===== src/hw/clock_macros.svh =====
// field limits, widths, digit count and default dividers for the clock
`ifndef CLOCK_MACROS_SVH
`define CLOCK_MACROS_SVH

// ----------------------------------------------------------
// time fields
// ----------------------------------------------------------
`define HMS_SEC_MAX	59
`define HMS_MIN_MAX	59
`define HMS_HOUR_MAX	23
`define HMS_W		6	// wide enough for 0..59

// ----------------------------------------------------------
// display
// ----------------------------------------------------------
`define SEG_W		7	// segments a..g
`define DIGITS		6	// hh:mm:ss

`define TICK_DIV_DEF	50000000	// 50 MHz clk to 1 Hz
`define SCAN_DIV_DEF	5000		// 10 kHz digit rate

`endif


===== src/hw/clock_pkg.sv =====
// clock types: mode, field select and hour/min/sec time value
`include "clock_macros.svh"
`default_nettype none

package clock_pkg;

	// operating mode, cycled by the mode button
	typedef enum logic [1:0] {
		MODE_CLOCK = 2'd0,
		MODE_SET   = 2'd1,
		MODE_ALARM = 2'd2
	} mode_e;

	// selected field, cycled by the field button
	typedef enum logic [1:0] {
		FIELD_SEC  = 2'd0,
		FIELD_MIN  = 2'd1,
		FIELD_HOUR = 2'd2
	} field_e;

	// one time of day, binary per field
	typedef struct packed {
		logic [`HMS_W-1:0] hour;
		logic [`HMS_W-1:0] min;
		logic [`HMS_W-1:0] sec;
	} hms_t;

endpackage

`default_nettype wire


===== src/hw/display_pkg.sv =====
// display types: decimal digit, segment code, six-digit word with two views
`include "clock_macros.svh"
`default_nettype none

package display_pkg;

	typedef logic [3:0] bcd_t;		// one decimal digit
	typedef logic [`SEG_W-1:0] seg_t;	// {a,b,c,d,e,f,g}

	// named view, msb digit first
	typedef struct packed {
		bcd_t hour_tens;
		bcd_t hour_ones;
		bcd_t min_tens;
		bcd_t min_ones;
		bcd_t sec_tens;
		bcd_t sec_ones;
	} digits_named_t;

	// same 24 bits, written by name and read by scan position
	// scan position 0 is the seconds ones digit
	typedef union packed {
		bcd_t [`DIGITS-1:0] by_scan;
		digits_named_t by_name;
	} digits_u;

endpackage

`default_nettype wire


===== src/hw/alarm_keeper.sv =====
// alarm_keeper: alarm sec/min/hour fields, changed only by stepping
`include "clock_macros.svh"
`default_nettype none
`timescale 1ns/1ps

module alarm_keeper (
	input  wire       [2:0] i_step,	// {hour, min, sec}
	input  wire             clk,
	input  wire             rst_n,
	output clock_pkg::hms_t o_alarm_time
);

	logic [`HMS_W-1:0] sec_val;
	logic [`HMS_W-1:0] min_val;
	logic [`HMS_W-1:0] hour_val;

	// no counting here, steps wrap inside each field
	hms_field #(.MAX(`HMS_SEC_MAX)) u_sec (
		.i_count (1'b0),
		.i_step  (i_step[0]),
		.clk     (clk),
		.rst_n   (rst_n),
		.o_value (sec_val),
		.o_carry ()
	);

	hms_field #(.MAX(`HMS_MIN_MAX)) u_min (
		.i_count (1'b0),
		.i_step  (i_step[1]),
		.clk     (clk),
		.rst_n   (rst_n),
		.o_value (min_val),
		.o_carry ()
	);

	hms_field #(.MAX(`HMS_HOUR_MAX)) u_hour (
		.i_count (1'b0),
		.i_step  (i_step[2]),
		.clk     (clk),
		.rst_n   (rst_n),
		.o_value (hour_val),
		.o_carry ()
	);

	assign o_alarm_time = {hour_val, min_val, sec_val};

endmodule

`default_nettype wire


===== src/hw/clock_face.sv =====
// shown-time select, alarm compare, decimal split, segment decode, digit scan
`include "clock_macros.svh"
`default_nettype none
`timescale 1ns/1ps

module clock_face #(
	parameter int SCAN_DIV = `SCAN_DIV_DEF
) (
	input  wire  clock_pkg::hms_t   i_time,
	input  wire  clock_pkg::hms_t   i_alarm_time,
	input  wire  clock_pkg::mode_e  i_mode,
	input  wire  clock_pkg::field_e i_field,
	input  wire                     i_alarm_en,
	input  wire                     clk,
	input  wire                     rst_n,
	output display_pkg::seg_t       o_seg,
	output logic                    o_seg_dp,
	output logic [`DIGITS-1:0]      o_seg_enb,	// active low, bit 0 = sec ones
	output logic                    o_alarm
);

	localparam int SCAN_W = (SCAN_DIV > 1) ? $clog2(SCAN_DIV) : 1;
	localparam logic [SCAN_W-1:0] SCAN_LAST = SCAN_W'(SCAN_DIV - 1);
	localparam logic [2:0] IDX_LAST = 3'(`DIGITS - 1);

	clock_pkg::hms_t     shown;
	display_pkg::digits_u digits;
	logic [SCAN_W-1:0]   scan_cnt;
	logic [2:0]          scan_idx;
	logic [2:0]          dp_idx;
	logic                dp_on;

	// segments a..g lit high with a in the msb
	function automatic display_pkg::seg_t seg_decode(input display_pkg::bcd_t d);
		case (d)
			4'd0:    seg_decode = 7'b111_1110;
			4'd1:    seg_decode = 7'b011_0000;
			4'd2:    seg_decode = 7'b110_1101;
			4'd3:    seg_decode = 7'b111_1001;
			4'd4:    seg_decode = 7'b011_0011;
			4'd5:    seg_decode = 7'b101_1011;
			4'd6:    seg_decode = 7'b101_1111;
			4'd7:    seg_decode = 7'b111_0000;
			4'd8:    seg_decode = 7'b111_1111;
			4'd9:    seg_decode = 7'b111_0011;
			default: seg_decode = 7'b000_0000;
		endcase
	endfunction

	// ----------------------------------------------------------
	// shown time and decimal split
	// ----------------------------------------------------------
	assign shown = (i_mode == clock_pkg::MODE_ALARM) ? i_alarm_time : i_time;

	always_comb begin
		digits.by_name.hour_tens = 4'(shown.hour / 10);
		digits.by_name.hour_ones = 4'(shown.hour % 10);
		digits.by_name.min_tens  = 4'(shown.min / 10);
		digits.by_name.min_ones  = 4'(shown.min % 10);
		digits.by_name.sec_tens  = 4'(shown.sec / 10);
		digits.by_name.sec_ones  = 4'(shown.sec % 10);
	end

	// dp on the ones digit of the field being edited
	assign dp_on  = (i_mode != clock_pkg::MODE_CLOCK);
	assign dp_idx = {i_field, 1'b0};	// sec 0, min 2, hour 4

	// ----------------------------------------------------------
	// digit scan
	// ----------------------------------------------------------
	always_ff @(posedge clk or negedge rst_n) begin
		if (!rst_n) begin
			scan_cnt <= '0;
			scan_idx <= '0;
		end else if (scan_cnt == SCAN_LAST) begin
			scan_cnt <= '0;
			scan_idx <= (scan_idx == IDX_LAST) ? 3'd0 : scan_idx + 3'd1;
		end else begin
			scan_cnt <= scan_cnt + 1'b1;
		end
	end

	// segment code and enable leave on the same edge
	always_ff @(posedge clk or negedge rst_n) begin
		if (!rst_n) begin
			o_seg     <= '0;
			o_seg_dp  <= 1'b0;
			o_seg_enb <= ~`DIGITS'(1);
		end else begin
			o_seg     <= seg_decode(digits.by_scan[scan_idx]);
			o_seg_dp  <= dp_on && (scan_idx == dp_idx);
			o_seg_enb <= ~(`DIGITS'(1) << scan_idx);
		end
	end

	// sticky alarm cleared only by enable low
	always_ff @(posedge clk or negedge rst_n) begin
		if (!rst_n)
			o_alarm <= 1'b0;
		else
			o_alarm <= i_alarm_en & (o_alarm | (i_time == i_alarm_time));
	end

	a_one_digit: assert property (@(posedge clk) disable iff (!rst_n)
		$onehot(~o_seg_enb));

endmodule

`default_nettype wire


===== src/hw/clock_top.sv =====
// clock_top: six-digit 24-hour clock, control, time and alarm keepers, display face
`include "clock_macros.svh"
`default_nettype none
`timescale 1ns/1ps

module clock_top #(
	parameter int TICK_DIV = `TICK_DIV_DEF,
	parameter int SCAN_DIV = `SCAN_DIV_DEF
) (
	input  wire                clk,
	input  wire                rst_n,
	input  wire                i_btn_mode,
	input  wire                i_btn_field,
	input  wire                i_btn_step,
	input  wire                i_btn_alarm,
	output display_pkg::seg_t  o_seg,
	output logic               o_seg_dp,
	output logic [`DIGITS-1:0] o_seg_enb,
	output logic               o_alarm
);

	clock_pkg::mode_e  mode;
	clock_pkg::field_e field;
	logic              alarm_en;
	logic [2:0]        time_step;
	logic [2:0]        alarm_step;
	clock_pkg::hms_t   cur_time;
	clock_pkg::hms_t   alarm_time;

	mode_ctrl u_mode_ctrl (
		.i_btn_mode   (i_btn_mode),
		.i_btn_field  (i_btn_field),
		.i_btn_step   (i_btn_step),
		.i_btn_alarm  (i_btn_alarm),
		.clk          (clk),
		.rst_n        (rst_n),
		.o_mode       (mode),
		.o_field      (field),
		.o_alarm_en   (alarm_en),
		.o_time_step  (time_step),
		.o_alarm_step (alarm_step)
	);

	// time and alarm run side by side
	time_keeper #(.TICK_DIV(TICK_DIV)) u_time_keeper (
		.i_mode (mode),
		.i_step (time_step),
		.clk    (clk),
		.rst_n  (rst_n),
		.o_time (cur_time)
	);

	alarm_keeper u_alarm_keeper (
		.i_step       (alarm_step),
		.clk          (clk),
		.rst_n        (rst_n),
		.o_alarm_time (alarm_time)
	);

	clock_face #(.SCAN_DIV(SCAN_DIV)) u_clock_face (
		.i_time       (cur_time),
		.i_alarm_time (alarm_time),
		.i_mode       (mode),
		.i_field      (field),
		.i_alarm_en   (alarm_en),
		.clk          (clk),
		.rst_n        (rst_n),
		.o_seg        (o_seg),
		.o_seg_dp     (o_seg_dp),
		.o_seg_enb    (o_seg_enb),
		.o_alarm      (o_alarm)
	);

endmodule

`default_nettype wire


===== src/hw/hms_field.sv =====
// one wrapping time field with count and step strobes
`include "clock_macros.svh"
`default_nettype none
`timescale 1ns/1ps

module hms_field #(
	parameter int MAX = 59
) (
	input  wire               i_count,	// advance with carry
	input  wire               i_step,	// advance without carry
	input  wire               clk,
	input  wire               rst_n,
	output logic [`HMS_W-1:0] o_value,
	output logic              o_carry
);

	localparam logic [`HMS_W-1:0] LAST = `HMS_W'(MAX);

	logic at_last;

	assign at_last = (o_value == LAST);
	assign o_carry = i_count & at_last;	// same-cycle carry for the next field

	always_ff @(posedge clk or negedge rst_n) begin
		if (!rst_n) begin
			o_value <= '0;
		end else if (i_count || i_step) begin
			o_value <= at_last ? '0 : o_value + 1'b1;
		end
	end

	// value stays inside the field range
	a_in_range: assert property (@(posedge clk) disable iff (!rst_n)
		o_value <= LAST);

endmodule

`default_nettype wire


===== src/hw/mode_ctrl.sv =====
// button sync and edge detect, mode/field/alarm-enable registers, step strobes
`default_nettype none
`timescale 1ns/1ps

module mode_ctrl (
	input  wire                 i_btn_mode,
	input  wire                 i_btn_field,
	input  wire                 i_btn_step,
	input  wire                 i_btn_alarm,
	input  wire                 clk,
	input  wire                 rst_n,
	output clock_pkg::mode_e    o_mode,
	output clock_pkg::field_e   o_field,
	output logic                o_alarm_en,
	output logic [2:0]          o_time_step,	// {hour, min, sec}
	output logic [2:0]          o_alarm_step
);

	localparam int BTN_MODE  = 0;
	localparam int BTN_FIELD = 1;
	localparam int BTN_STEP  = 2;
	localparam int BTN_ALARM = 3;

	logic [3:0] btn_in;
	logic [3:0] btn_s1;
	logic [3:0] btn_s2;
	logic [3:0] btn_d;	// edge flop
	logic [3:0] btn_rise;
	logic [2:0] field_hot;

	assign btn_in = {i_btn_alarm, i_btn_step, i_btn_field, i_btn_mode};

	// ----------------------------------------------------------
	// sync and rising edge
	// ----------------------------------------------------------
	always_ff @(posedge clk or negedge rst_n) begin
		if (!rst_n) begin
			btn_s1 <= '0;
			btn_s2 <= '0;
			btn_d  <= '0;
		end else begin
			btn_s1 <= btn_in;
			btn_s2 <= btn_s1;
			btn_d  <= btn_s2;
		end
	end

	assign btn_rise = btn_s2 & ~btn_d;

	// ----------------------------------------------------------
	// mode, field, alarm enable
	// ----------------------------------------------------------
	always_ff @(posedge clk or negedge rst_n) begin
		if (!rst_n) begin
			o_mode     <= clock_pkg::MODE_CLOCK;
			o_field    <= clock_pkg::FIELD_SEC;
			o_alarm_en <= 1'b0;
		end else begin
			if (btn_rise[BTN_MODE]) begin
				case (o_mode)
					clock_pkg::MODE_CLOCK: o_mode <= clock_pkg::MODE_SET;
					clock_pkg::MODE_SET:   o_mode <= clock_pkg::MODE_ALARM;
					default:               o_mode <= clock_pkg::MODE_CLOCK;
				endcase
			end
			if (btn_rise[BTN_FIELD]) begin
				case (o_field)
					clock_pkg::FIELD_SEC: o_field <= clock_pkg::FIELD_MIN;
					clock_pkg::FIELD_MIN: o_field <= clock_pkg::FIELD_HOUR;
					default:              o_field <= clock_pkg::FIELD_SEC;
				endcase
			end
			if (btn_rise[BTN_ALARM])
				o_alarm_en <= ~o_alarm_en;
		end
	end

	always_comb begin
		case (o_field)
			clock_pkg::FIELD_SEC:  field_hot = 3'b001;
			clock_pkg::FIELD_MIN:  field_hot = 3'b010;
			clock_pkg::FIELD_HOUR: field_hot = 3'b100;
			default:               field_hot = 3'b000;
		endcase
	end

	// step edge goes to one field of the set picked by mode
	always_ff @(posedge clk or negedge rst_n) begin
		if (!rst_n) begin
			o_time_step  <= '0;
			o_alarm_step <= '0;
		end else begin
			o_time_step  <= (btn_rise[BTN_STEP] && o_mode == clock_pkg::MODE_SET) ?
				field_hot : 3'b000;
			o_alarm_step <= (btn_rise[BTN_STEP] && o_mode == clock_pkg::MODE_ALARM) ?
				field_hot : 3'b000;
		end
	end

	a_one_step: assert property (@(posedge clk) disable iff (!rst_n)
		$onehot0({o_time_step, o_alarm_step}));

endmodule

`default_nettype wire


===== src/hw/time_keeper.sv =====
// time_keeper: seconds tick divider and the cascaded sec/min/hour fields
`include "clock_macros.svh"
`default_nettype none
`timescale 1ns/1ps

module time_keeper #(
	parameter int TICK_DIV = `TICK_DIV_DEF
) (
	input  wire              clock_pkg::mode_e i_mode,
	input  wire        [2:0] i_step,	// {hour, min, sec}
	input  wire              clk,
	input  wire              rst_n,
	output clock_pkg::hms_t  o_time
);

	localparam int CNT_W = (TICK_DIV > 1) ? $clog2(TICK_DIV) : 1;
	localparam logic [CNT_W-1:0] CNT_LAST = CNT_W'(TICK_DIV - 1);

	logic [CNT_W-1:0]  tick_cnt;
	logic              tick;
	logic              running;
	logic              sec_count;
	logic              sec_carry;
	logic              min_carry;
	logic [`HMS_W-1:0] sec_val;
	logic [`HMS_W-1:0] min_val;
	logic [`HMS_W-1:0] hour_val;

	assign running = (i_mode != clock_pkg::MODE_SET);	// set mode freezes time

	// ----------------------------------------------------------
	// seconds tick
	// ----------------------------------------------------------
	always_ff @(posedge clk or negedge rst_n) begin
		if (!rst_n) begin
			tick_cnt <= '0;
			tick     <= 1'b0;
		end else begin
			tick <= 1'b0;
			if (running) begin
				if (tick_cnt == CNT_LAST) begin
					tick_cnt <= '0;
					tick     <= 1'b1;
				end else begin
					tick_cnt <= tick_cnt + 1'b1;
				end
			end
		end
	end

	assign sec_count = tick & running;	// drop a tick that lands on entry to set

	hms_field #(.MAX(`HMS_SEC_MAX)) u_sec (
		.i_count (sec_count),
		.i_step  (i_step[0]),
		.clk     (clk),
		.rst_n   (rst_n),
		.o_value (sec_val),
		.o_carry (sec_carry)
	);

	hms_field #(.MAX(`HMS_MIN_MAX)) u_min (
		.i_count (sec_carry),
		.i_step  (i_step[1]),
		.clk     (clk),
		.rst_n   (rst_n),
		.o_value (min_val),
		.o_carry (min_carry)
	);

	hms_field #(.MAX(`HMS_HOUR_MAX)) u_hour (
		.i_count (min_carry),
		.i_step  (i_step[2]),
		.clk     (clk),
		.rst_n   (rst_n),
		.o_value (hour_val),
		.o_carry ()		// day rollover unused
	);

	assign o_time = {hour_val, min_val, sec_val};

endmodule

`default_nettype wire


===== config.mk =====
export PLATFORM = sky130hd
export DESIGN_NAME = clock_top
export DESIGN_NICKNAME = d
export VERILOG_FILES = /design/src/hw/clock_pkg.sv /design/src/hw/display_pkg.sv /design/src/hw/alarm_keeper.sv /design/src/hw/clock_face.sv /design/src/hw/clock_top.sv /design/src/hw/hms_field.sv /design/src/hw/mode_ctrl.sv /design/src/hw/time_keeper.sv
export VERILOG_INCLUDE_DIRS = /design/src /design/src/hw
export SDC_FILE = /design/constraint.sdc
export NUM_CORES = 1
export LEC_CHECK = 0
export ABC_CLOCK_PERIOD_IN_PS = 5100
export BUFFER_PORTS_ARGS = -buffer_cell sky130_fd_sc_hd__clkbuf_2
export CORE_ASPECT_RATIO = 1.75
export CORE_MARGIN = 5
export CORE_UTILIZATION = 40
export CTS_CLUSTER_DIAMETER = 50
export DETAILED_ROUTE_END_ITERATION = 16
export HOLD_SLACK_MARGIN = 0.03
export PLACE_DENSITY = 0.58
export SETUP_SLACK_MARGIN = 0.3
export SLEW_MARGIN = 30
export SYNTH_ARGS = -nofsm -noshare
export SYNTH_HDL_FRONTEND = slang
export SYNTH_SLANG_ARGS = --single-unit
export TNS_END_PERCENT = 10

===== constraint.sdc =====
create_clock -name clk -period 5.1 [get_ports clk]
set_clock_uncertainty 0.15 [all_clocks]
set_input_delay 0 -clock clk [delete_from_list [all_inputs] [get_ports clk]]
set_output_delay 0 -clock clk [all_outputs]
set_load 0.05 [all_outputs]

==> impl_summary.txt, run 1 <==
----------------------------------------------------
[Run status]
  Status ... completed

[Critical path]
  Worst Setup Start Kind ... flip-flop
  Count of cells along the worst register-to-register path ... 20
  WS Path Type ... flip-flop to flip-flop
  Data required, critical path ... 5.25 ns
  Data arrival time of the worst path ... 4.71 ns
  Largest fanout on the critical path ... 8
  Worst Setup End Kind ... flip-flop

[Floorplan]
  Vert. Die Dim ... 188 um
  Die outline area ... 21000 sq um
  Placeable Area ... 18000 sq um
  Initial cell density of the core ... 0.403
  Horizontal die dimension ... 112 um
  Number of top-level pins ... 21
  Count of standard-cell rows ... 65

[STA]
  Total negative slack ... 0 ns
  Share of the clock period used by the worst path after layout ... 0.894
  Number of failing setup endpoints in the final timing report ... 0
  Number of max-slew violations in the final report ... 0
  Transition time of the tightest slew-check pin ... 0.808 ns
  Max-slew headroom at the worst pin ... 0.457
  Final critical-path required period ... 4.56 ns
  Unrepaired setup endpoints after global routing ... true
  Hold violation total from the final report ... 0
  Maximum achievable frequency ... 0.219 GHz

[Synthesis]
  Post-synthesis area per instance ... 9.18 sq um
  Synthesized net count ... 825
  Cell area after technology mapping ... 7250 sq um
  Distinct cell type count after synthesis ... 85
  Top_reg_cell synth ... sky130_fd_sc_hd__dfrtp_1
  Async set or reset register ratio after synthesis ... 1.00
  Share of the yosys chip area belonging to registers ... 0.405
  Cells after synthesis ... 790
  Post-synth EDFFs ... 0
  Flop and latch count out of synthesis ... 117
  Yosys warning total ... 0

[Min path]
  Worst hold path type ... input port to async pin

[Final layout]
  Leading cell type in the layout, fill and taps excluded ... sky130_fd_sc_hd__dfrtp_1
  Number of nets in the final layout ... 862
  Antenna diode count ... 0
  Most frequent cells in the layout ... 112 x sky130_fd_sc_hd__dfrtp_1, 82 x sky130_fd_sc_hd__nand2_1, 66 x sky130_fd_sc_hd__nor2_1
  Share of cells above drive strength 1 ... 0.158
  Syn-to-layout area delta ... 16.1%
  Final Core Density ... 0.468
  Filler cell count ... 1719

[Detailed routing]
  Detailed Routing Iterations Pass 1 ... 5
  Routed Wire Length ... 18400 um
  ANT nets after route ... 0
  Vias per inst ... 5.58
  Routed length on met2 ... 10400 um
  Residual DRC ... 0
  Via count ... 5992
  Wire length on met3 ... 452 um
  DRC marker count from the first detailed-route iteration ... 235
  DR top layer ... met4
  DRT met1 WL ... 6690 um
  Mean routed wirelength per cell ... 17.1 um

[Placed design]
  Quantity of I/O buffers inserted on ports ... 20
  Total half-perimeter wirelength after legalization and detailed placement ... 13800 um
  Routability-driven placement congestion ratio ... 0.893

[Global route]
  Maximum number of pins on one net before global-route repair ... 63
  GRT Residual Overflow ... 0
  Overall fraction of global-route tracks in use ... 0.180
  Number of global-route vias before repair ... 5965
  Initial antenna violation count ... 0
  Global-route wire length before repair ... 30200 um

[Clock network]
  H-tree levels ... 4
  Root buffer cell ... sky130_fd_sc_hd__clkbuf_16
  CTS max path bufs ... 2
  Clock sink count ... 117
  Number of CTS-inserted buffers ... 17
  Clock transition at the registers of the reported paths ... 0.06 ns
  Clock tree from TritonCTS ... built
  Worst-skew pair later-pin latency ... 0.42 ns

[Power]
  IR drop worst, VDD ... 303 uV
  Leak pwr ... 3.70 nW
  Power density over the cells ... 418 nW/um^2

[Flow run]
  Max capacitance violation total ... 0

----------------------------------------------------
critical path, stage by stage (launching register included):
cell and delay [ns]:
sky130_fd_sc_hd__dfrtp_1 0.40, sky130_fd_sc_hd__nand2b_4 0.13, sky130_fd_sc_hd__mux2_2 0.39, sky130_fd_sc_hd__inv_1 0.09
sky130_fd_sc_hd__ha_2 0.20, sky130_fd_sc_hd__nor2_1 0.04, sky130_fd_sc_hd__mux2i_1 0.22, sky130_fd_sc_hd__ha_1 0.31
sky130_fd_sc_hd__nor2b_1 0.12, sky130_fd_sc_hd__o21ai_1 0.10, sky130_fd_sc_hd__a221o_1 0.38, sky130_fd_sc_hd__or3_1 0.42
sky130_fd_sc_hd__and2_1 0.20, sky130_fd_sc_hd__a21oi_1 0.15, sky130_fd_sc_hd__o2bb2ai_1 0.13, sky130_fd_sc_hd__o31ai_4 0.32
sky130_fd_sc_hd__inv_2 0.10, sky130_fd_sc_hd__ha_1 0.22, sky130_fd_sc_hd__inv_1 0.07, sky130_fd_sc_hd__mux2i_1 0.06
sky130_fd_sc_hd__a22o_1 0.23
cell families after synthesis:
family                     count (synthesis)  share of synthesized area
muxes                                     34                     0.0526
DFF                                      117                      0.405
AOI/OAI and AO/OA                        160                      0.156
xor gates and xnor gates                  67                     0.0809
adders and majority gates                 29                     0.0501
and+or+nand+nor                          310                      0.214
buffers and inverters                     73                     0.0414
routing by layer:
layer  GRT usage  vias up
li1            -     2927
met2       0.346      108
met1       0.183     2909
met5           0        -
met3      0.0271       48
met4      0.0927        0
state kept, by name, summed over array words and instances (netlist names), 2 cells and up:
name                           flops
u_time_keeper.tick_cnt            26
u_clock_face.scan_cnt             13
u_clock_face.o_seg                 7
u_alarm_keeper.u_hour.o_value      6
u_alarm_keeper.u_min.o_value       6
u_alarm_keeper.u_sec.o_value       6
u_clock_face.o_seg_enb             6
u_time_keeper.u_hour.o_value       6
u_time_keeper.u_min.o_value        6
u_time_keeper.u_sec.o_value        6
u_mode_ctrl.btn_d                  4
u_mode_ctrl.btn_s1                 4
u_mode_ctrl.btn_s2                 4
u_clock_face.scan_idx              3
u_mode_ctrl.o_alarm_step           3
u_mode_ctrl.o_time_step            3
u_mode_ctrl.o_field                2
u_mode_ctrl.o_mode                 2
path summary, 6_finish.rpt:
| path | start | end | slack (ns) |
|---|---|---|---|
| max in group asynchronous | rst_n | u_clock_face.o_seg[1] | 3.53 |
| min in group clk | i_btn_field | u_mode_ctrl.btn_s1[1] | 0.08 |
| worst min-delay path | rst_n | u_mode_ctrl.btn_s1[3] | 0.05 |
| worst max-delay path | u_mode_ctrl.o_mode[1] | u_clock_face.o_seg[3] | 0.54 |
| worst min register to register | u_mode_ctrl.btn_s1[1] | u_mode_ctrl.btn_s2[1] | 0.20 |
| worst max register to register | u_mode_ctrl.o_mode[1] | u_clock_face.o_seg[3] | 0.54 |
power by group:
group / switching (mW) / internal [mW] / total (mW)
Clock: 0.503 / 0.744 / 1.25
Combinational: 0.629 / 0.423 / 1.05
Sequential: 0.160 / 1.05 / 1.21
Total: 1.29 / 2.22 / 3.51
final cells by class:
| cell class | instances | area (sq um) | share of cell area |
|---|---|---|---|
| inverters | 38 | 143 | 0.0170 |
| multi-input cells | 600 | 4070 | 0.484 |
| clock inverters | 15 | 185 | 0.0220 |
| repair buffers | 53 | 363 | 0.0431 |
| well taps | 234 | 293 | 0.0348 |
| flip-flops and latches | 117 | 2930 | 0.349 |
| clock buffers | 17 | 425 | 0.0506 |
through the flow:
step | worst slack (ns) | total power, mW | hold WS, ns | cell area (sq um) | instances
6_report | 0.539 | 3.51 | 0.0454 | 8410 | 1074
5_1_grt | 0.241 | 3.71 | 0.0727 | 8410 | 1074
2_1_floorplan | 0.495 | 1.95 | -0.446 | 7250 | 790
4_1_cts | 0.332 | 3.51 | 0.0639 | 8350 | 1071
3_5_place_dp | 0.199 | 2.25 | -0.0403 | 7680 | 1034
3_3_place_gp | 0.286 | 2.24 | -0.0415 | 7680 | 1034
cells in the mapped netlist (4+ instances only):
| master | count | area, sq um |
|---|---|---|
| sky130_fd_sc_hd__a311o_1 | 4 | 40.0 |
| sky130_fd_sc_hd__nand3_1 | 31 | 155 |
| sky130_fd_sc_hd__or4_1 | 4 | 30.0 |
| sky130_fd_sc_hd__a22oi_1 | 4 | 30.0 |
| sky130_fd_sc_hd__or3_1 | 7 | 43.8 |
| sky130_fd_sc_hd__nand2_1 | 82 | 308 |
| sky130_fd_sc_hd__o21a_1 | 5 | 37.5 |
| sky130_fd_sc_hd__nand3b_1 | 4 | 30.0 |
| sky130_fd_sc_hd__o221ai_1 | 5 | 43.8 |
| sky130_fd_sc_hd__and3_1 | 8 | 50.1 |
| sky130_fd_sc_hd__buf_2 | 6 | 30.0 |
| sky130_fd_sc_hd__nor4_1 | 15 | 93.8 |
| sky130_fd_sc_hd__a21oi_1 | 24 | 120 |
| sky130_fd_sc_hd__a21o_1 | 8 | 60.1 |
| sky130_fd_sc_hd__and2_1 | 5 | 31.3 |
| sky130_fd_sc_hd__o21ai_1 | 4 | 20.0 |
| sky130_fd_sc_hd__xnor2_1 | 35 | 307 |
| sky130_fd_sc_hd__nand4_1 | 19 | 119 |
| sky130_fd_sc_hd__clkbuf_1 | 24 | 90.1 |
| sky130_fd_sc_hd__inv_1 | 33 | 124 |
| sky130_fd_sc_hd__o21ai_0 | 39 | 195 |
| sky130_fd_sc_hd__dfstp_2 | 5 | 131 |
| sky130_fd_sc_hd__mux2_2 | 17 | 191 |
| sky130_fd_sc_hd__nor3_1 | 28 | 140 |
| sky130_fd_sc_hd__xor2_1 | 32 | 280 |
| sky130_fd_sc_hd__o31ai_1 | 14 | 105 |
| sky130_fd_sc_hd__ha_1 | 29 | 363 |
| sky130_fd_sc_hd__mux2i_1 | 14 | 140 |
| sky130_fd_sc_hd__nor3b_1 | 4 | 30.0 |
| sky130_fd_sc_hd__dfrtp_1 | 112 | 2800 |
| sky130_fd_sc_hd__nand2b_1 | 10 | 62.6 |
| sky130_fd_sc_hd__a31oi_1 | 5 | 31.3 |
| sky130_fd_sc_hd__o22ai_1 | 5 | 31.3 |
| sky130_fd_sc_hd__inv_2 | 4 | 15.0 |
| sky130_fd_sc_hd__nor2b_1 | 8 | 50.1 |
| sky130_fd_sc_hd__nor2_1 | 67 | 251 |
repair_timing:
action                                  4_1_cts  5_1_grt
endpoints found under the setup margin        1        7
gates resized for setup                       1       11
hold endpoints to repair                     65        0
buffers inserted                              0        3
hold buffers                                  5        0
cloned                                        0        0
pin swaps                                     0        4
Power figures use the tool's default switching activity.
==> run 2, diff against run 1 <==
Settings changed: ABC_CLOCK_PERIOD_IN_PS 5100 to 3900, PLACE_DENSITY 0.58 to 0.6.
Clock period 5.1 ns to 3.9 ns, I/O delays scaled along.
==> run 2 against run 1 <==
  * The flow now finishes with violations (negative setup slack)
  * Fmax rose by 8.3%
  * Critical endpoint is now u_clock_face.o_seg[4]
  * Combinational power up 61%
  * Core utilization rose by 4.5 points
  * Critical path depth decreased by 1
  * Largest power group is now combinational cells
  * Global-route usage rose by 1.5 points
  * Cell area increased by 9.7%
  * Cell count up 7.9%
  * Die area is the same
  * Count of clock-buffer cells in the layout grew 1
  * Sequential cell count stayed put
==> impl_summary.txt, run 2 (synthesized netlist as in run 1, its figures left out) <==
----------------------------------------------------
[Run status]
  Status ... finished with violations (was completed)
  Failing checks ... negative setup slack

[Critical path]
  Worst Setup Start Kind ... flip-flop (unchanged)
  Data required, critical path ... 4.10 ns (was 5.25 ns)
  Count of cells along the worst register-to-register path ... 19 (was 20)
  Worst Setup End Kind ... flip-flop (unchanged)
  Worst path slowest cell ... sky130_fd_sc_hd__a221o_1 (was sky130_fd_sc_hd__or3_1)
  Reg2Reg Setup Slack ... -0.31 ns (was 0.54 ns)
  Largest fanout on the critical path ... 5 (was 8)
  WS Path Type ... flip-flop to flip-flop (unchanged)
  Capturing element of the worst setup path ... u_clock_face.o_seg[4] (was u_clock_face.o_seg[3])
  Endpoint of the worst-slack reg-to-reg timing path ... u_clock_face.o_seg[4] (was u_clock_face.o_seg[3])
  Largest stage delay on the critical path ... 0.41 ns (was 0.42 ns)
  Cell-by-cell trace of the critical path ... nand2b_4, mux2_4, inv_4, ha_4, nor2_2, mux2i_2, ha_1, nor2b_1, o21ai_2, a221o_1, o2111a_1, o211ai_1, nand3_1, and3_4, a211o_4, buf_6, ha_4, and2_4, o21ai_2 (was nand2b_4, mux2_2, inv_1, ha_2, nor2_1, mux2i_1, ha_1, nor2b_1, o21ai_1, a221o_1, or3_1, and2_1, a21oi_1, o2bb2ai_1, o31ai_4, inv_2, ha_1, inv_1, mux2i_1, a22o_1)
  Data arrival time of the worst path ... 4.41 ns (was 4.71 ns)
  Reg-to-reg startpoint ... u_mode_ctrl.o_mode[0] (was u_mode_ctrl.o_mode[1])
  Origin of the worst setup path ... u_mode_ctrl.o_mode[0] (was u_mode_ctrl.o_mode[1])

[Final layout]
  Number of nets in the final layout ... 947 (was 862)
  Antenna diode count ... 0 (unchanged)
  Leading cell type in the layout, fill and taps excluded ... sky130_fd_sc_hd__dfrtp_1 (unchanged)
  Largest registers ranked by flip-flop count ... u_time_keeper.tick_cnt: 26 flops, u_clock_face.scan_cnt: 13 flops, u_clock_face.o_seg: 7 flops (unchanged)
  Syn-to-layout area delta ... 27.3% (was 16.1%)
  Filler cell count ... 1638 (was 1719)
  Top register by number of flip-flops ... u_time_keeper.tick_cnt (unchanged)
  Share of cells above drive strength 1 ... 0.264 (was 0.158)
  Multi-input gate area ... 4270 sq um (was 4070 sq um)
  Post-layout instance area ... 9230 sq um (was 8410 sq um)
  Most frequent cells in the layout ... 112 x sky130_fd_sc_hd__dfrtp_1, 111 x sky130_fd_sc_hd__buf_4, 82 x sky130_fd_sc_hd__nand2_1 (was 112 x sky130_fd_sc_hd__dfrtp_1, 82 x sky130_fd_sc_hd__nand2_1, 66 x sky130_fd_sc_hd__nor2_1)
  Flip-flop count of the largest register, all copies and words added ... 26 (unchanged)
  Area of all sequential standard cells ... 2930 sq um (unchanged)

[STA]
  Max-slew headroom at the worst pin ... 0.383 (was 0.457)
  Hold violation total from the final report ... 0 (unchanged)
  Total negative slack ... -2.06 ns (was 0 ns)
  Worst setup slack after layout ... -0.310 ns (was 0.539 ns)
  Maximum achievable frequency ... 0.238 GHz (was 0.219 GHz)
  Share of the clock period used by the worst path after layout ... 1.08 (was 0.894)
  Hold slack final ... 0.0455 ns (was 0.0454 ns)
  Unrepaired setup endpoints after global routing ... true (unchanged)
  Final critical-path required period ... 4.21 ns (was 4.56 ns)
  Number of max-slew violations in the final report ... 0 (unchanged)
  Number of failing setup endpoints in the final timing report ... 7 (was 0)
  Transition time of the tightest slew-check pin ... 0.918 ns (was 0.808 ns)

[Power]
  Power density over the cells ... 516 nW/um^2 (was 418 nW/um^2)
  IR drop worst, VDD ... 369 uV (was 303 uV)
  Leak pwr ... 4.13 nW (was 3.70 nW)

[Detailed routing]
  Wire length on met3 ... 369 um (was 452 um)
  Residual DRC ... 0 (unchanged)
  ANT nets after route ... 0 (unchanged)
  Routed length on met2 ... 11000 um (was 10400 um)
  Detailed Routing Iterations Pass 1 ... 4 (was 5)
  Vias per inst ... 5.47 (was 5.58)
  Mean routed wirelength per cell ... 17.0 um (was 17.1 um)
  DRC marker count from the first detailed-route iteration ... 254 (was 235)
  Via count ... 6334 (was 5992)
  Routed Wire Length ... 19700 um (was 18400 um)
  DRT met1 WL ... 7030 um (was 6690 um)
  DR top layer ... met4 (unchanged)

[Flow run]
  Max capacitance violation total ... 0 (unchanged)

[Floorplan]
  Number of top-level pins ... 21 (unchanged)
  Horizontal die dimension ... 112 um (unchanged)
  Count of standard-cell rows ... 65 (unchanged)
  Die outline area ... 21000 sq um (unchanged)
  Placeable Area ... 18000 sq um (unchanged)
  Vert. Die Dim ... 188 um (unchanged)
  Initial cell density of the core ... 0.403 (unchanged)

[Clock network]
  Clock transition at the registers of the reported paths ... 0.06 ns (about the same)
  Clock tree from TritonCTS ... built (unchanged)
  Clock sink count ... 117 (unchanged)
  Worst-skew pair later-pin latency ... 0.42 ns (about the same)
  H-tree levels ... 4 (unchanged)
  Number of CTS-inserted buffers ... 17 (unchanged)
  CTS max path bufs ... 2 (unchanged)
  Root buffer cell ... sky130_fd_sc_hd__clkbuf_16 (unchanged)

[Placed design]
  Total cell area at the placement stage ... 8390 sq um (was 7680 sq um)
  Routability-driven placement congestion ratio ... 0.899 (was 0.893)
  Worst slack at placement ... -0.286 ns (was 0.199 ns)
  Total half-perimeter wirelength after legalization and detailed placement ... 14900 um (was 13800 um)
  Quantity of I/O buffers inserted on ports ... 20 (unchanged)

[Global route]
  Global-route wire length before repair ... 32500 um (was 30200 um)
  Initial antenna violation count ... 0 (unchanged)
  Maximum number of pins on one net before global-route repair ... 57 (was 63)
  Overall fraction of global-route tracks in use ... 0.195 (was 0.180)
  GRT Residual Overflow ... 0 (unchanged)
  Number of global-route vias before repair ... 6642 (was 5965)

[Min path]
  Worst hold path type ... input port to async pin (unchanged)

----------------------------------------------------
## run 2: cell types whose count changed in the layout (fill, tap and decap cells not counted), sizes merged
cell	previous run	this run
buf	29	114
clkinvlp	1	4
inv	47	44
bufinv	2	1
clkbuf	36	37
## run 2: worst min-delay path by stage
| stage | from | endpoint | slack, ns | depth (start not counted) |
|---|---|---|---|---|
| floorplan | rst_n | u_alarm_keeper.u_hour.o_value[0] | -0.45 | 0 |
| global placement | rst_n | u_mode_ctrl.btn_s1[3] | -0.04 | 1 |
| detailed placement | rst_n | u_mode_ctrl.btn_s1[3] | -0.04 | 1 |
| CTS | rst_n | u_time_keeper.tick_cnt[7] | 0.06 | 2 |
| global route | i_btn_field | u_mode_ctrl.btn_s1[1] | 0.08 | 2 |
| finish | rst_n | u_mode_ctrl.btn_s2[3] | 0.05 | 2 |
## run 2: stage by stage
stage | util | cells | power (mW)
final | 0.514 | 1159 | 4.76
after global routing | 0.514 | 1159 | 5.03
after CTS | 0.507 | 1158 | 4.70
after detailed placement | 0.467 | 1112 | 3.12
after global placement | 0.467 | 1112 | 3.10
after floorplan | - | 790 | 2.58
## run 2: where the power goes
group / internal [mW] / leakage [nW] / switching [mW]
Combinational: 0.732 / 2.34 / 0.956
Clock: 0.895 / 0.268 / 0.618
Sequential: 1.38 / 1.52 / 0.181
## run 2: area by class of cell
| cell class | instances | share of cell area |
|---|---|---|
| Multi-Input combinational cell | 600 | 0.462 |
| Sequential cell | 117 | 0.318 |
| Timing Repair Buffer | 138 | 0.110 |
| Clock buffer | 18 | 0.0465 |
| Tap cell | 234 | 0.0317 |
| Inverter | 38 | 0.0165 |
| Clock inverter | 14 | 0.0156 |
## run 2: per-layer routing
layer  up-vias  track usage
met1      3050        0.185
li1       3091            -
met5         -            0
met4         0        0.134
met2       116        0.372
met3        77       0.0316
## run 2: timing repair
item	CTS	global route
hold buffers	5	0
endpoints found under the setup margin	7	7
pin swaps	14	16
endpoints found under the hold margin	58	0
resized for setup	9	23
buffers inserted	9	1
## run 2: worst max-delay path: cells and delay by family, from the launching register on
family | cells | cell delay, ns
flip-flops | 1 | 0.37
multiplexers | 2 | 0.51
AND/OR/NAND/NOR | 6 | 0.80
adder cells (fa/ha/maj) | 3 | 0.59
AO/OA/AOI/OAI | 6 | 1.50
buffers and inverters | 2 | 0.21
